### config.mk
export PLATFORM = sky130hd
export DESIGN_NAME = mips_mem_port
export DESIGN_NICKNAME = d
export VERILOG_FILES = /design/src/logic/mips_mem_pkg.sv /design/src/logic/byte_lane_encoder.sv /design/src/logic/load_aligner.sv /design/src/logic/bus_sequencer.sv /design/src/logic/mips_mem_port.sv
export VERILOG_INCLUDE_DIRS = /design/src /design/src/include
export SDC_FILE = /design/constraint.sdc
export NUM_CORES = 1
export LEC_CHECK = 0
export BUFFER_PORTS_ARGS = -buffer_cell sky130_fd_sc_hd__buf_2
export CAP_MARGIN = 10
export CELL_PAD_IN_SITES_DETAIL_PLACEMENT = 1
export CELL_PAD_IN_SITES_GLOBAL_PLACEMENT = 2
export CORE_UTILIZATION = 31
export CTS_BUF_LIST = sky130_fd_sc_hd__clkbuf_16
export CTS_CLUSTER_DIAMETER = 40
export DETAILED_ROUTE_END_ITERATION = 16
export GPL_ROUTABILITY_DRIVEN = 0
export PLACE_DENSITY_LB_ADDON = 0.1
export SLEW_MARGIN = 0
export SYNTH_ARGS = -nofsm -noshare
export SYNTH_HDL_FRONTEND = slang
export SYNTH_SLANG_ARGS = --single-unit
export TNS_END_PERCENT = 5
### constraint.sdc
create_clock -name clk -period 3.5 [get_ports clk]
set_input_delay 0.7 -clock clk [delete_from_list [all_inputs] [get_ports clk]]
set_output_delay 0.7 -clock clk [all_outputs]
set_load 0.01 [all_outputs]
### src/include/mips_mem_macros.svh
////////////////////
// MIPS memory port widths
// Word, byte lane and lane select sizes
////////////////////
`ifndef MIPS_MEM_MACROS_SVH
`define MIPS_MEM_MACROS_SVH

// Data and address width
`define MIPS_WORD_W 32

`define MIPS_LANES 4 // Bytes per word, byteenable width

`define MIPS_LANE_BITS 2 // Low address bits that pick a lane

`endif

### src/logic/mips_mem_pkg.sv
////////////////////
// MIPS memory port types
// Memory opcodes, data request and Avalon command
////////////////////
`include "mips_mem_macros.svh"

package mips_mem_pkg;

	// MIPS primary opcodes of the supported loads and stores
	typedef enum logic [5:0] {
		OP_LB  = 6'b100000,
		OP_LH  = 6'b100001,
		OP_LW  = 6'b100011,
		OP_LBU = 6'b100100,
		OP_LHU = 6'b100101,
		OP_SB  = 6'b101000,
		OP_SH  = 6'b101001,
		OP_SW  = 6'b101011
	} mem_op_e;

	// Data access from the pipeline
	typedef struct packed {
		mem_op_e                 op;
		logic [`MIPS_WORD_W-1:0] addr; // Byte address
		logic [`MIPS_WORD_W-1:0] wdata; // Store data, low aligned
	} mem_req_t;

	// Master side of the Avalon bus
	typedef struct packed {
		logic [`MIPS_WORD_W-1:0] address;
		logic                    read;
		logic                    write;
		logic [`MIPS_WORD_W-1:0] writedata;
		logic [`MIPS_LANES-1:0]  byteenable;
	} avalon_cmd_t;

endpackage

### src/logic/byte_lane_encoder.sv
////////////////////
// Byte lane encoder
// Byte enables and lane placed store data
////////////////////
`timescale 1ns/1ps
`include "mips_mem_macros.svh"

module byte_lane_encoder (
	input  mips_mem_pkg::mem_req_t        req,
	output logic [`MIPS_LANES-1:0]        lane_be,
	output logic [`MIPS_WORD_W-1:0]       lane_wdata
);

	logic [`MIPS_LANE_BITS-1:0] lane;

	assign lane = req.addr[`MIPS_LANE_BITS-1:0];

	always_comb begin
		case (req.op)
			mips_mem_pkg::OP_LB,
			mips_mem_pkg::OP_LBU,
			mips_mem_pkg::OP_SB: begin
				lane_be = {{(`MIPS_LANES-1){1'b0}}, 1'b1} << lane;
			end
			mips_mem_pkg::OP_LH,
			mips_mem_pkg::OP_LHU,
			mips_mem_pkg::OP_SH: begin
				case (lane)
					2'b00:   lane_be = 4'b0011;
					2'b10:   lane_be = 4'b1100;
					default: lane_be = 4'b1111; // Odd halfword, all lanes
				endcase
			end
			default: lane_be = '1; // Word access
		endcase
	end

	// Store field moved up to its lanes, other lanes zero
	always_comb begin
		case (req.op)
			mips_mem_pkg::OP_SB: begin
				lane_wdata = {{(`MIPS_WORD_W-8){1'b0}}, req.wdata[7:0]} << {lane, 3'b000};
			end
			mips_mem_pkg::OP_SH: begin
				lane_wdata = {{(`MIPS_WORD_W-16){1'b0}}, req.wdata[15:0]} << {lane[1], 4'b0000};
			end
			default: lane_wdata = req.wdata;
		endcase
	end

endmodule

### src/logic/load_aligner.sv
////////////////////
// Load aligner
// Picks and extends the loaded field
////////////////////
`timescale 1ns/1ps
`include "mips_mem_macros.svh"

module load_aligner (
	input  mips_mem_pkg::mem_req_t        req,
	input  logic [`MIPS_WORD_W-1:0]       readdata,
	output logic [`MIPS_WORD_W-1:0]       aligned_load
);

	logic [`MIPS_WORD_W-1:0] byte_word;
	logic [`MIPS_WORD_W-1:0] half_word;

	// Selected field lands in the low bits
	assign byte_word = readdata >> {req.addr[`MIPS_LANE_BITS-1:0], 3'b000};
	assign half_word = readdata >> {req.addr[`MIPS_LANE_BITS-1], 4'b0000};

	always_comb begin
		case (req.op)
			mips_mem_pkg::OP_LB: begin
				aligned_load = {{(`MIPS_WORD_W-8){byte_word[7]}}, byte_word[7:0]};
			end
			mips_mem_pkg::OP_LBU: begin
				aligned_load = {{(`MIPS_WORD_W-8){1'b0}}, byte_word[7:0]};
			end
			mips_mem_pkg::OP_LH: begin
				aligned_load = {{(`MIPS_WORD_W-16){half_word[15]}}, half_word[15:0]};
			end
			mips_mem_pkg::OP_LHU: begin
				aligned_load = {{(`MIPS_WORD_W-16){1'b0}}, half_word[15:0]};
			end
			default: aligned_load = readdata; // LW
		endcase
	end

endmodule

### src/logic/bus_sequencer.sv
////////////////////
// Bus sequencer
// Shares one Avalon master between fetch and data
////////////////////
`timescale 1ns/1ps
`include "mips_mem_macros.svh"

module bus_sequencer (
	input  logic                          clk,
	input  logic                          rst_n,
	input  logic                          fetch_req,
	input  logic [`MIPS_WORD_W-1:0]       fetch_pc,
	input  logic                          data_req,
	input  mips_mem_pkg::mem_req_t        data_cmd,
	input  logic                          waitrequest,
	input  logic [`MIPS_WORD_W-1:0]       readdata,
	input  logic [`MIPS_LANES-1:0]        lane_be,
	input  logic [`MIPS_WORD_W-1:0]       lane_wdata,
	input  logic [`MIPS_WORD_W-1:0]       aligned_load,
	output mips_mem_pkg::avalon_cmd_t     cmd,
	output mips_mem_pkg::mem_req_t        cur_req,
	output logic                          instr_valid,
	output logic [`MIPS_WORD_W-1:0]       instr,
	output logic                          load_valid,
	output logic [`MIPS_WORD_W-1:0]       load_data,
	output logic                          store_done
);

	typedef enum logic [1:0] {
		ST_IDLE,
		ST_FETCH,
		ST_DATA
	} state_e;

	state_e                  state;
	logic                    fetch_wait; // Accepted, not yet on the bus
	logic                    data_wait;
	logic [`MIPS_WORD_W-1:0] fetch_pc_q;
	mips_mem_pkg::mem_req_t  data_q;

	logic                    done;
	logic                    can_issue;
	logic                    want_fetch;
	logic                    want_data;
	logic                    issue_fetch;
	logic                    issue_data;
	logic                    is_store;
	logic [`MIPS_WORD_W-1:0] pc_next;

	assign done      = (state != ST_IDLE) && !waitrequest;
	assign can_issue = (state == ST_IDLE) || done;
	assign want_data  = data_wait || data_req;
	assign want_fetch = fetch_wait || fetch_req;

	// Data first when both are waiting
	assign issue_data  = can_issue && want_data;
	assign issue_fetch = can_issue && !want_data && want_fetch;

	assign pc_next = fetch_wait ? fetch_pc_q : fetch_pc;

	// Held request until its transfer completes, else the incoming one
	assign cur_req = (data_wait || state == ST_DATA) ? data_q : data_cmd;

	assign is_store = (cur_req.op == mips_mem_pkg::OP_SB) ||
		(cur_req.op == mips_mem_pkg::OP_SH) ||
		(cur_req.op == mips_mem_pkg::OP_SW);

	always_ff @(posedge clk) begin
		if (fetch_req) begin
			fetch_pc_q <= fetch_pc;
		end
		if (data_req) begin
			data_q <= data_cmd;
		end
	end

	always_ff @(posedge clk or negedge rst_n) begin
		if (!rst_n) begin
			state      <= ST_IDLE;
			fetch_wait <= 1'b0;
			data_wait  <= 1'b0;
			cmd        <= '0;
		end else begin
			fetch_wait <= want_fetch && !issue_fetch;
			data_wait  <= want_data && !issue_data;
			if (issue_data) begin
				state          <= ST_DATA;
				cmd.address    <= {cur_req.addr[`MIPS_WORD_W-1:`MIPS_LANE_BITS],
					{`MIPS_LANE_BITS{1'b0}}};
				cmd.read       <= !is_store;
				cmd.write      <= is_store;
				cmd.writedata  <= lane_wdata;
				cmd.byteenable <= lane_be;
			end else if (issue_fetch) begin
				state          <= ST_FETCH;
				cmd.address    <= {pc_next[`MIPS_WORD_W-1:`MIPS_LANE_BITS],
					{`MIPS_LANE_BITS{1'b0}}};
				cmd.read       <= 1'b1;
				cmd.write      <= 1'b0;
				cmd.writedata  <= '0;
				cmd.byteenable <= '1; // Whole instruction word
			end else if (done) begin
				state     <= ST_IDLE;
				cmd.read  <= 1'b0;
				cmd.write <= 1'b0;
			end
		end
	end

	// Completion strobes, one cycle after the finishing edge
	always_ff @(posedge clk or negedge rst_n) begin
		if (!rst_n) begin
			instr_valid <= 1'b0;
			load_valid  <= 1'b0;
			store_done  <= 1'b0;
		end else begin
			instr_valid <= done && (state == ST_FETCH);
			load_valid  <= done && (state == ST_DATA) && !cmd.write;
			store_done  <= done && (state == ST_DATA) && cmd.write;
		end
	end

	always_ff @(posedge clk) begin
		if (done && state == ST_FETCH) begin
			instr <= readdata;
		end
		if (done && state == ST_DATA && !cmd.write) begin
			load_data <= aligned_load;
		end
	end

endmodule

### src/logic/mips_mem_port.sv
////////////////////
// MIPS memory port top
// Avalon master for fetch and data
////////////////////
`timescale 1ns/1ps
`include "mips_mem_macros.svh"

module mips_mem_port (
	input  logic                          clk,
	input  logic                          rst_n,

	input  logic                          fetch_req,
	input  logic [`MIPS_WORD_W-1:0]       fetch_pc,
	input  logic                          data_req,
	input  mips_mem_pkg::mem_req_t        data_cmd,
	output logic                          instr_valid,
	output logic [`MIPS_WORD_W-1:0]       instr,
	output logic                          load_valid,
	output logic [`MIPS_WORD_W-1:0]       load_data,
	output logic                          store_done,

	output logic [`MIPS_WORD_W-1:0]       address,
	output logic                          read,
	output logic                          write,
	output logic [`MIPS_WORD_W-1:0]       writedata,
	output logic [`MIPS_LANES-1:0]        byteenable,
	input  logic                          waitrequest,
	input  logic [`MIPS_WORD_W-1:0]       readdata
);

	mips_mem_pkg::avalon_cmd_t cmd;
	mips_mem_pkg::mem_req_t    cur_req;
	logic [`MIPS_LANES-1:0]    lane_be;
	logic [`MIPS_WORD_W-1:0]   lane_wdata;
	logic [`MIPS_WORD_W-1:0]   aligned_load;

	bus_sequencer u_seq (
		.clk          (clk),
		.rst_n        (rst_n),
		.fetch_req    (fetch_req),
		.fetch_pc     (fetch_pc),
		.data_req     (data_req),
		.data_cmd     (data_cmd),
		.waitrequest  (waitrequest),
		.readdata     (readdata),
		.lane_be      (lane_be),
		.lane_wdata   (lane_wdata),
		.aligned_load (aligned_load),
		.cmd          (cmd),
		.cur_req      (cur_req),
		.instr_valid  (instr_valid),
		.instr        (instr),
		.load_valid   (load_valid),
		.load_data    (load_data),
		.store_done   (store_done)
	);

	byte_lane_encoder u_enc (
		.req        (cur_req),
		.lane_be    (lane_be),
		.lane_wdata (lane_wdata)
	);

	load_aligner u_align (
		.req          (cur_req),
		.readdata     (readdata),
		.aligned_load (aligned_load)
	);

	assign address    = cmd.address;
	assign read       = cmd.read;
	assign write      = cmd.write;
	assign writedata  = cmd.writedata;
	assign byteenable = cmd.byteenable;

endmodule

# Word-level counts from Yosys, hierarchy flattened
# Index checks and enable logic that the tools add are counted.
# W data, S select, Z words.
dict set report word_totals {
  output_inout_bits 137
  word_cells 74
  memories 0
  mem_bits_ro 0
  latch_bits 0
  register_bits 243
  ramBits 0
}
dict set report op_classes {
  div_mod_pow 0
  bitwise 0
  muxes 13
  shifts 5
  n_addsub 0
  order_cmp 0
  mul 0
  reduce_logical 29
  eq_ne 10
}
# operator n
set op_table {}
lappend op_table {{$mux W70} 2}
lappend op_table {{$pmux W32 S4} 1}
lappend op_table {{$mux W32} 2}
lappend op_table {{$pmux W32 S2} 1}
lappend op_table {{$eq A6 B6 Y1 const B} 7}
lappend op_table {{$mux W36} 1}
lappend op_table {{$shl A16 B5 Y32} 1}
lappend op_table {{$shl A8 B5 Y32} 1}
lappend op_table {{$shr A32 B5 Y16} 1}
lappend op_table {{$shr A32 B5 Y8} 1}
lappend op_table {{$pmux W4 S2} 2}
lappend op_table {{$logic_and A1 B1 Y1} 10}
lappend op_table {{$mux W2} 4}
lappend op_table {{$logic_not A1 Y1} 6}
lappend op_table {{$logic_or A1 B1 Y1} 6}
lappend op_table {{$reduce_or A3 Y1} 2}
lappend op_table {{$eq A2 B2 Y1 const B} 2}
lappend op_table {{$logic_not A2 Y1} 2}
lappend op_table {{$reduce_bool A2 Y1} 2}
lappend op_table {{$shl A1 B2 Y4 const A} 1}
lappend op_table {{$reduce_bool A3 Y1} 1}
lappend op_table {{$eq A2 B1 Y1 const B} 1}

# Longest topological paths before layout
dict set report logic_depth {
  depth_word 8
  depth_mapped 8
}

# Modules after synthesis
# From an unflattened synthesis, not the netlist that was laid out.
dict set report unflattened {
  hier_cells 689
  hier_area_um2 10483.8
}
# module cells_per_inst seq_area_each_um2 area_each_um2 n_inst
set modules_own_cells {}
lappend modules_own_cells {bus_sequencer 497 6801.5 9217.6 1}
lappend modules_own_cells {load_aligner 115 0.0 649.4 1}
lappend modules_own_cells {byte_lane_encoder 77 0.0 616.8 1}

# Least setup slack after synthesis
# Ideal clock, no wire load.
dict set report synth_timing {
  kind {in2reg}
  start {input waitrequest}
  end {register u_seq.instr[0] (enable)}
  cell_stages 2
  t_required_ps 3030
  path_slack_ps -297
  setup_ps 470
  arrival_ps 3327
  n_path_buf 1
  cell_sequence {clkbuf_1 > nor3b_1}
}
dict set report synth_between {
  elab_chain_len 3
}
# item line_no
set synth_lines {}
lappend synth_lines {{start, declared} mips_mem_port.sv:27} ;# input logic waitrequest,
lappend synth_lines {{$logic_not A1 Y1} bus_sequencer.sv:50} ;# assign done = (state != ST_IDLE) && !waitrequest;
lappend synth_lines {{$logic_and A1 B1 Y1} bus_sequencer.sv:50}
lappend synth_lines {{$logic_and A1 B1 Y1} bus_sequencer.sv:124} ;# if (done && state == ST_FETCH) begin
lappend synth_lines {{end signal, assigned} bus_sequencer.sv:125} ;# instr <= readdata;
lappend synth_lines {{end, declared} bus_sequencer.sv:23} ;# output logic [`MIPS_WORD_W-1:0] instr,
# Every way passes these cells.
# A chain may end at the register's enable or synchronous reset.

# Final worst setup path
dict set report layout_timing {
  start {register u_seq.state[0]}
  end {register u_seq.load_data[11], data pin}
}
dict set report layout_between {
  elab_chain_len 5
}
# item line_no
set layout_lines {}
lappend layout_lines {{start, declared} bus_sequencer.sv:35} ;# state_e state;
lappend layout_lines {{start signal, assigned} bus_sequencer.sv:79} ;# state <= ST_IDLE;
lappend layout_lines {{start signal, assigned} bus_sequencer.sv:87} ;# state <= ST_DATA;
lappend layout_lines {{start signal, assigned} bus_sequencer.sv:95} ;# state <= ST_FETCH;
lappend layout_lines {{$eq A2 B2 Y1 (*)} bus_sequencer.sv:62} ;# assign cur_req = (data_wait || state == ST_DATA) ? data_q : data_cmd;
lappend layout_lines {{$logic_or A1 B1 Y1 (*)} bus_sequencer.sv:62}
lappend layout_lines {{$mux W70 (*)} bus_sequencer.sv:62}
lappend layout_lines {{$shr A32 B5 Y16 (tied with other cells)} load_aligner.sv:19} ;# assign half_word = readdata >> {req.addr[`MIPS_LANE_BITS-1], 4'b0000};
lappend layout_lines {{$pmux W32 S4 (*)} load_aligner.sv:22} ;# case (req.op)
lappend layout_lines {{named net aligned_load[11]} mips_mem_port.sv:35} ;# logic [`MIPS_WORD_W-1:0] aligned_load;
lappend layout_lines {{end signal, assigned} bus_sequencer.sv:128} ;# load_data <= aligned_load;
lappend layout_lines {{end, declared} bus_sequencer.sv:25} ;# output logic [`MIPS_WORD_W-1:0] load_data,
# The timed path passes the listed nets; every way through them passes the cells marked *.

==> flow_summary.json <==
{
  "status": "complete, no violations",
  "core_area_mm2": 0.0334,
  "cts_root_buf": "clkbuf_16",
  "clock-skew-final_ns": 0.00842,
  "cts_tree": "yes",
  "dieArea_mm2": 0.0347,
  "cp.arrival_ns": 2.89,
  "vias": 7852,
  "dr.pass1.iters": 4,
  "synthFlopType": "edfxtp_1",
  "power_per_cell_area_mw_per_mm2": 701,
  "cp.required_ns": 3.75,
  "critical_path.max_stage_delay_ns": 0.47,
  "cts_buffers": 43,
  "avgRoutedWirePerCell_um": 20.2,
  "drt_iter0_markers": 279,
  "total_power_uw": 9770,
  "grt_first_pass_wirelength_um": 49000,
  "setup_viol": 0,
  "row_count": 67,
  "avgSynthCellArea_um2": 12.8,
  "rr_endpoint": "u_seq.load_data[11]",
  "clock-sinks": 239,
  "synth_top_family_by_area": "compound AO/OA/AOI/OAI gates",
  "crit_type": "reg2reg",
  "ys_seq_area_share_pct": 64.6,
  "synth_common_cells": "edfxtp_1, nand2_1, dfrtp_1",
  "cp_slowest_cell": "dfrtp_1",
  "drive_above_1_share_pct": 35.1,
  "initial_core_util_pct": 31.5,
  "ys_types": 60,
  "grt_pass1_vias": 8120,
  "ys.warnings.count": 0,
  "grt_overflow": 0,
  "fin_cells": 1593,
  "grt_max_degree": 64,
  "critPathBufInv": 0,
  "grt_usage_pct": 18.6,
  "viasPerCell": 4.93,
  "port-buffer-count": 271,
  "ys_top_cells_by_area": "edfxtp_1, dfrtp_1, nand2_1, mux2i_1, a311oi_1",
  "yosysMostFrequentCell": "edfxtp_1",
  "cp-start-kind": "register",
  "cp_top_family": "compound AO/OA/AOI/OAI gates",
  "fp.dieH_um": 186,
  "synth_largest_area_cell": "edfxtp_1",
  "ctsHoldBuffers": 0,
  "antenna_left": 0,
  "vdd.ir_drop.worst_mv": 0.337,
  "cts_resized": 0,
  "rsz0062_at_grt": "false",
  "reg2reg_depth": 5,
  "synth-compound-area-share_pct": 16.1,
  "max-slew-margin-rel_pct": 51.4,
  "startpoint": "u_seq.state[0]",
  "drv_slew": 0,
  "final_nets": 1244,
  "min_period_ns": 2.63,
  "fmax_ghz": 0.380,
  "synth_xor_area_share_pct": 0,
  "endpoint_kind": "register",
  "post_synth_fa_ha_maj_area_fraction_pct": 0.190,
  "ios": 276,
  "drt-total-wl_um": 32200,
  "h-tree-depth": 2,
  "hpwl_um": 21700,
  "timing.rr.start": "u_seq.state[0]",
  "post_cts_buffers": 0,
  "clockBufferDepth": 3,
  "fin_crit_sh_pct": 75.2,
  "critPathMaxFanout": 12,
  "ys_async_sr_fraction_pct": 31.4,
  "leakage_uw": 0.00584,
  "die_x_um": 186,
  "cp_cell_sequence": "nand2b_1 -> and2_1 -> a21oi_1 -> mux2_2 -> a221o_1",
  "cap_viol_max_count": 0,
  "synthMuxAreaShare_pct": 5.24,
  "setup_tns_ns": 0,
  "path_clk_slew_ns": 0.05,
  "rrSetupSlack_ns": 0.87,
  "synth-simple-area-share_pct": 10.9,
  "worstMarginPinSlew_ns": 0.725,
  "synth_cells": 825,
  "hold_viol_final": 0,
  "antenna_found_initial": 10,
  "netlist.area_leader.share_pct": 46.8,
  "crit_cells": 5,
  "place_inst": 1508,
  "min_path_type": "in2async",
  "detail_route.drc_violations": 0,
  "clk_latency_ns": 0.52,
  "syn_area_mm2": 0.0105,
  "synth_seq_cells": 239,
  "synth_edf_count": 164,
  "syn2layout_area_growth_pct": 32.4
}
==> cell families (layout without fill, tap and decap cells) <==
group,count (synthesis),after routing
and+or+nand+nor,241,241
DFF,239,239
AOI/OAI and AO/OA,226,226
buffers and inverters,63,375
muxes,53,53
adders and majority gates,2,2
other,1,9
==> state kept, by name, indices dropped and copies added, names as in the netlist, 2 cells and up <==
signal and count:
u_seq.state 2, u_seq.fetch_pc_q 30, u_seq.data_q 70, u_seq.load_data 32, u_seq.cmd 68, u_seq.instr 32
==> layout make-up <==
cell class                      count  area [um^2]
Fill cell                        3638        19500
Sequential cell                   239         6800
Multi-Input combinational cell    524         3470
Timing Repair Buffer              293         1550
Clock buffer                       45         1130
Tap cell                          448          561
Clock inverter                     33          387
Antenna cell                        7         17.5
Inverter                            4         15.0
==> power by group <==
group / switching [uW] / internal [uW] / total (uW)
clock network: 1430 / 2920 / 4350
registers: 177 / 3430 / 3610
logic: 1110 / 696 / 1810
total: 2720 / 7050 / 9770
==> per-stage QoR <==
stage	instance area [um^2]	worst slack (ns)	hold slack, ns	utilization, %
after CTS	13900	0.874	0.265	41.6
final	13900	0.867	0.247	41.6
after floorplan	10500	-0.150	0.404	-
after detailed placement	12400	0.751	0.461	37.1
after global placement	12400	0.764	0.455	37.1
after global routing	13900	0.703	0.283	41.6
==> routing by layer <==
layer | track usage [%] | routed length, um
met5 | 0 | 34
met2 | 30.6 | 15500
met4 | 5.54 | 604
met3 | 5.33 | 2150
met1 | 23.7 | 13900
==> how the worst max path moves through the flow <==
stage | to | slack (ns)
5_1_grt | u_seq.cmd[44] | 0.70
3_5_place_dp | u_seq.load_data[10] | 0.75
4_1_cts | u_seq.load_data[11] | 0.87
6_report | u_seq.load_data[11] | 0.87
3_3_place_gp | u_seq.load_data[13] | 0.76
2_1_floorplan | u_seq.load_data[0] | -0.15
==> cell usage in the layout, fill, tap and decap left out, types with 3 or more instances in the layout <==
master	count
buf_4	22
o221ai_2	8
nand2_1	152
dfrtp_1	74
buf_2	269
diode_2	7
o21ai_1	10
o21ai_0	51
nand2b_1	3
mux2_4	3
nor3_1	3
a21o_1	30
clkinv_1	6
nor2b_1	31
clkinvlp_4	4
clkbuf_16	45
and2_1	3
clkinv_2	6
a21oi_1	10
bufinv_16	8
a211oi_1	30
clkinv_4	4
o221ai_1	16
nor2_1	8
nand3_1	15
edfxtp_1	164
o211ai_1	19
mux2i_1	45
mux2_2	5
a221o_1	7
a311oi_1	30
nor3b_1	3
inv_1	7
Power figures use the tool's default switching activity.
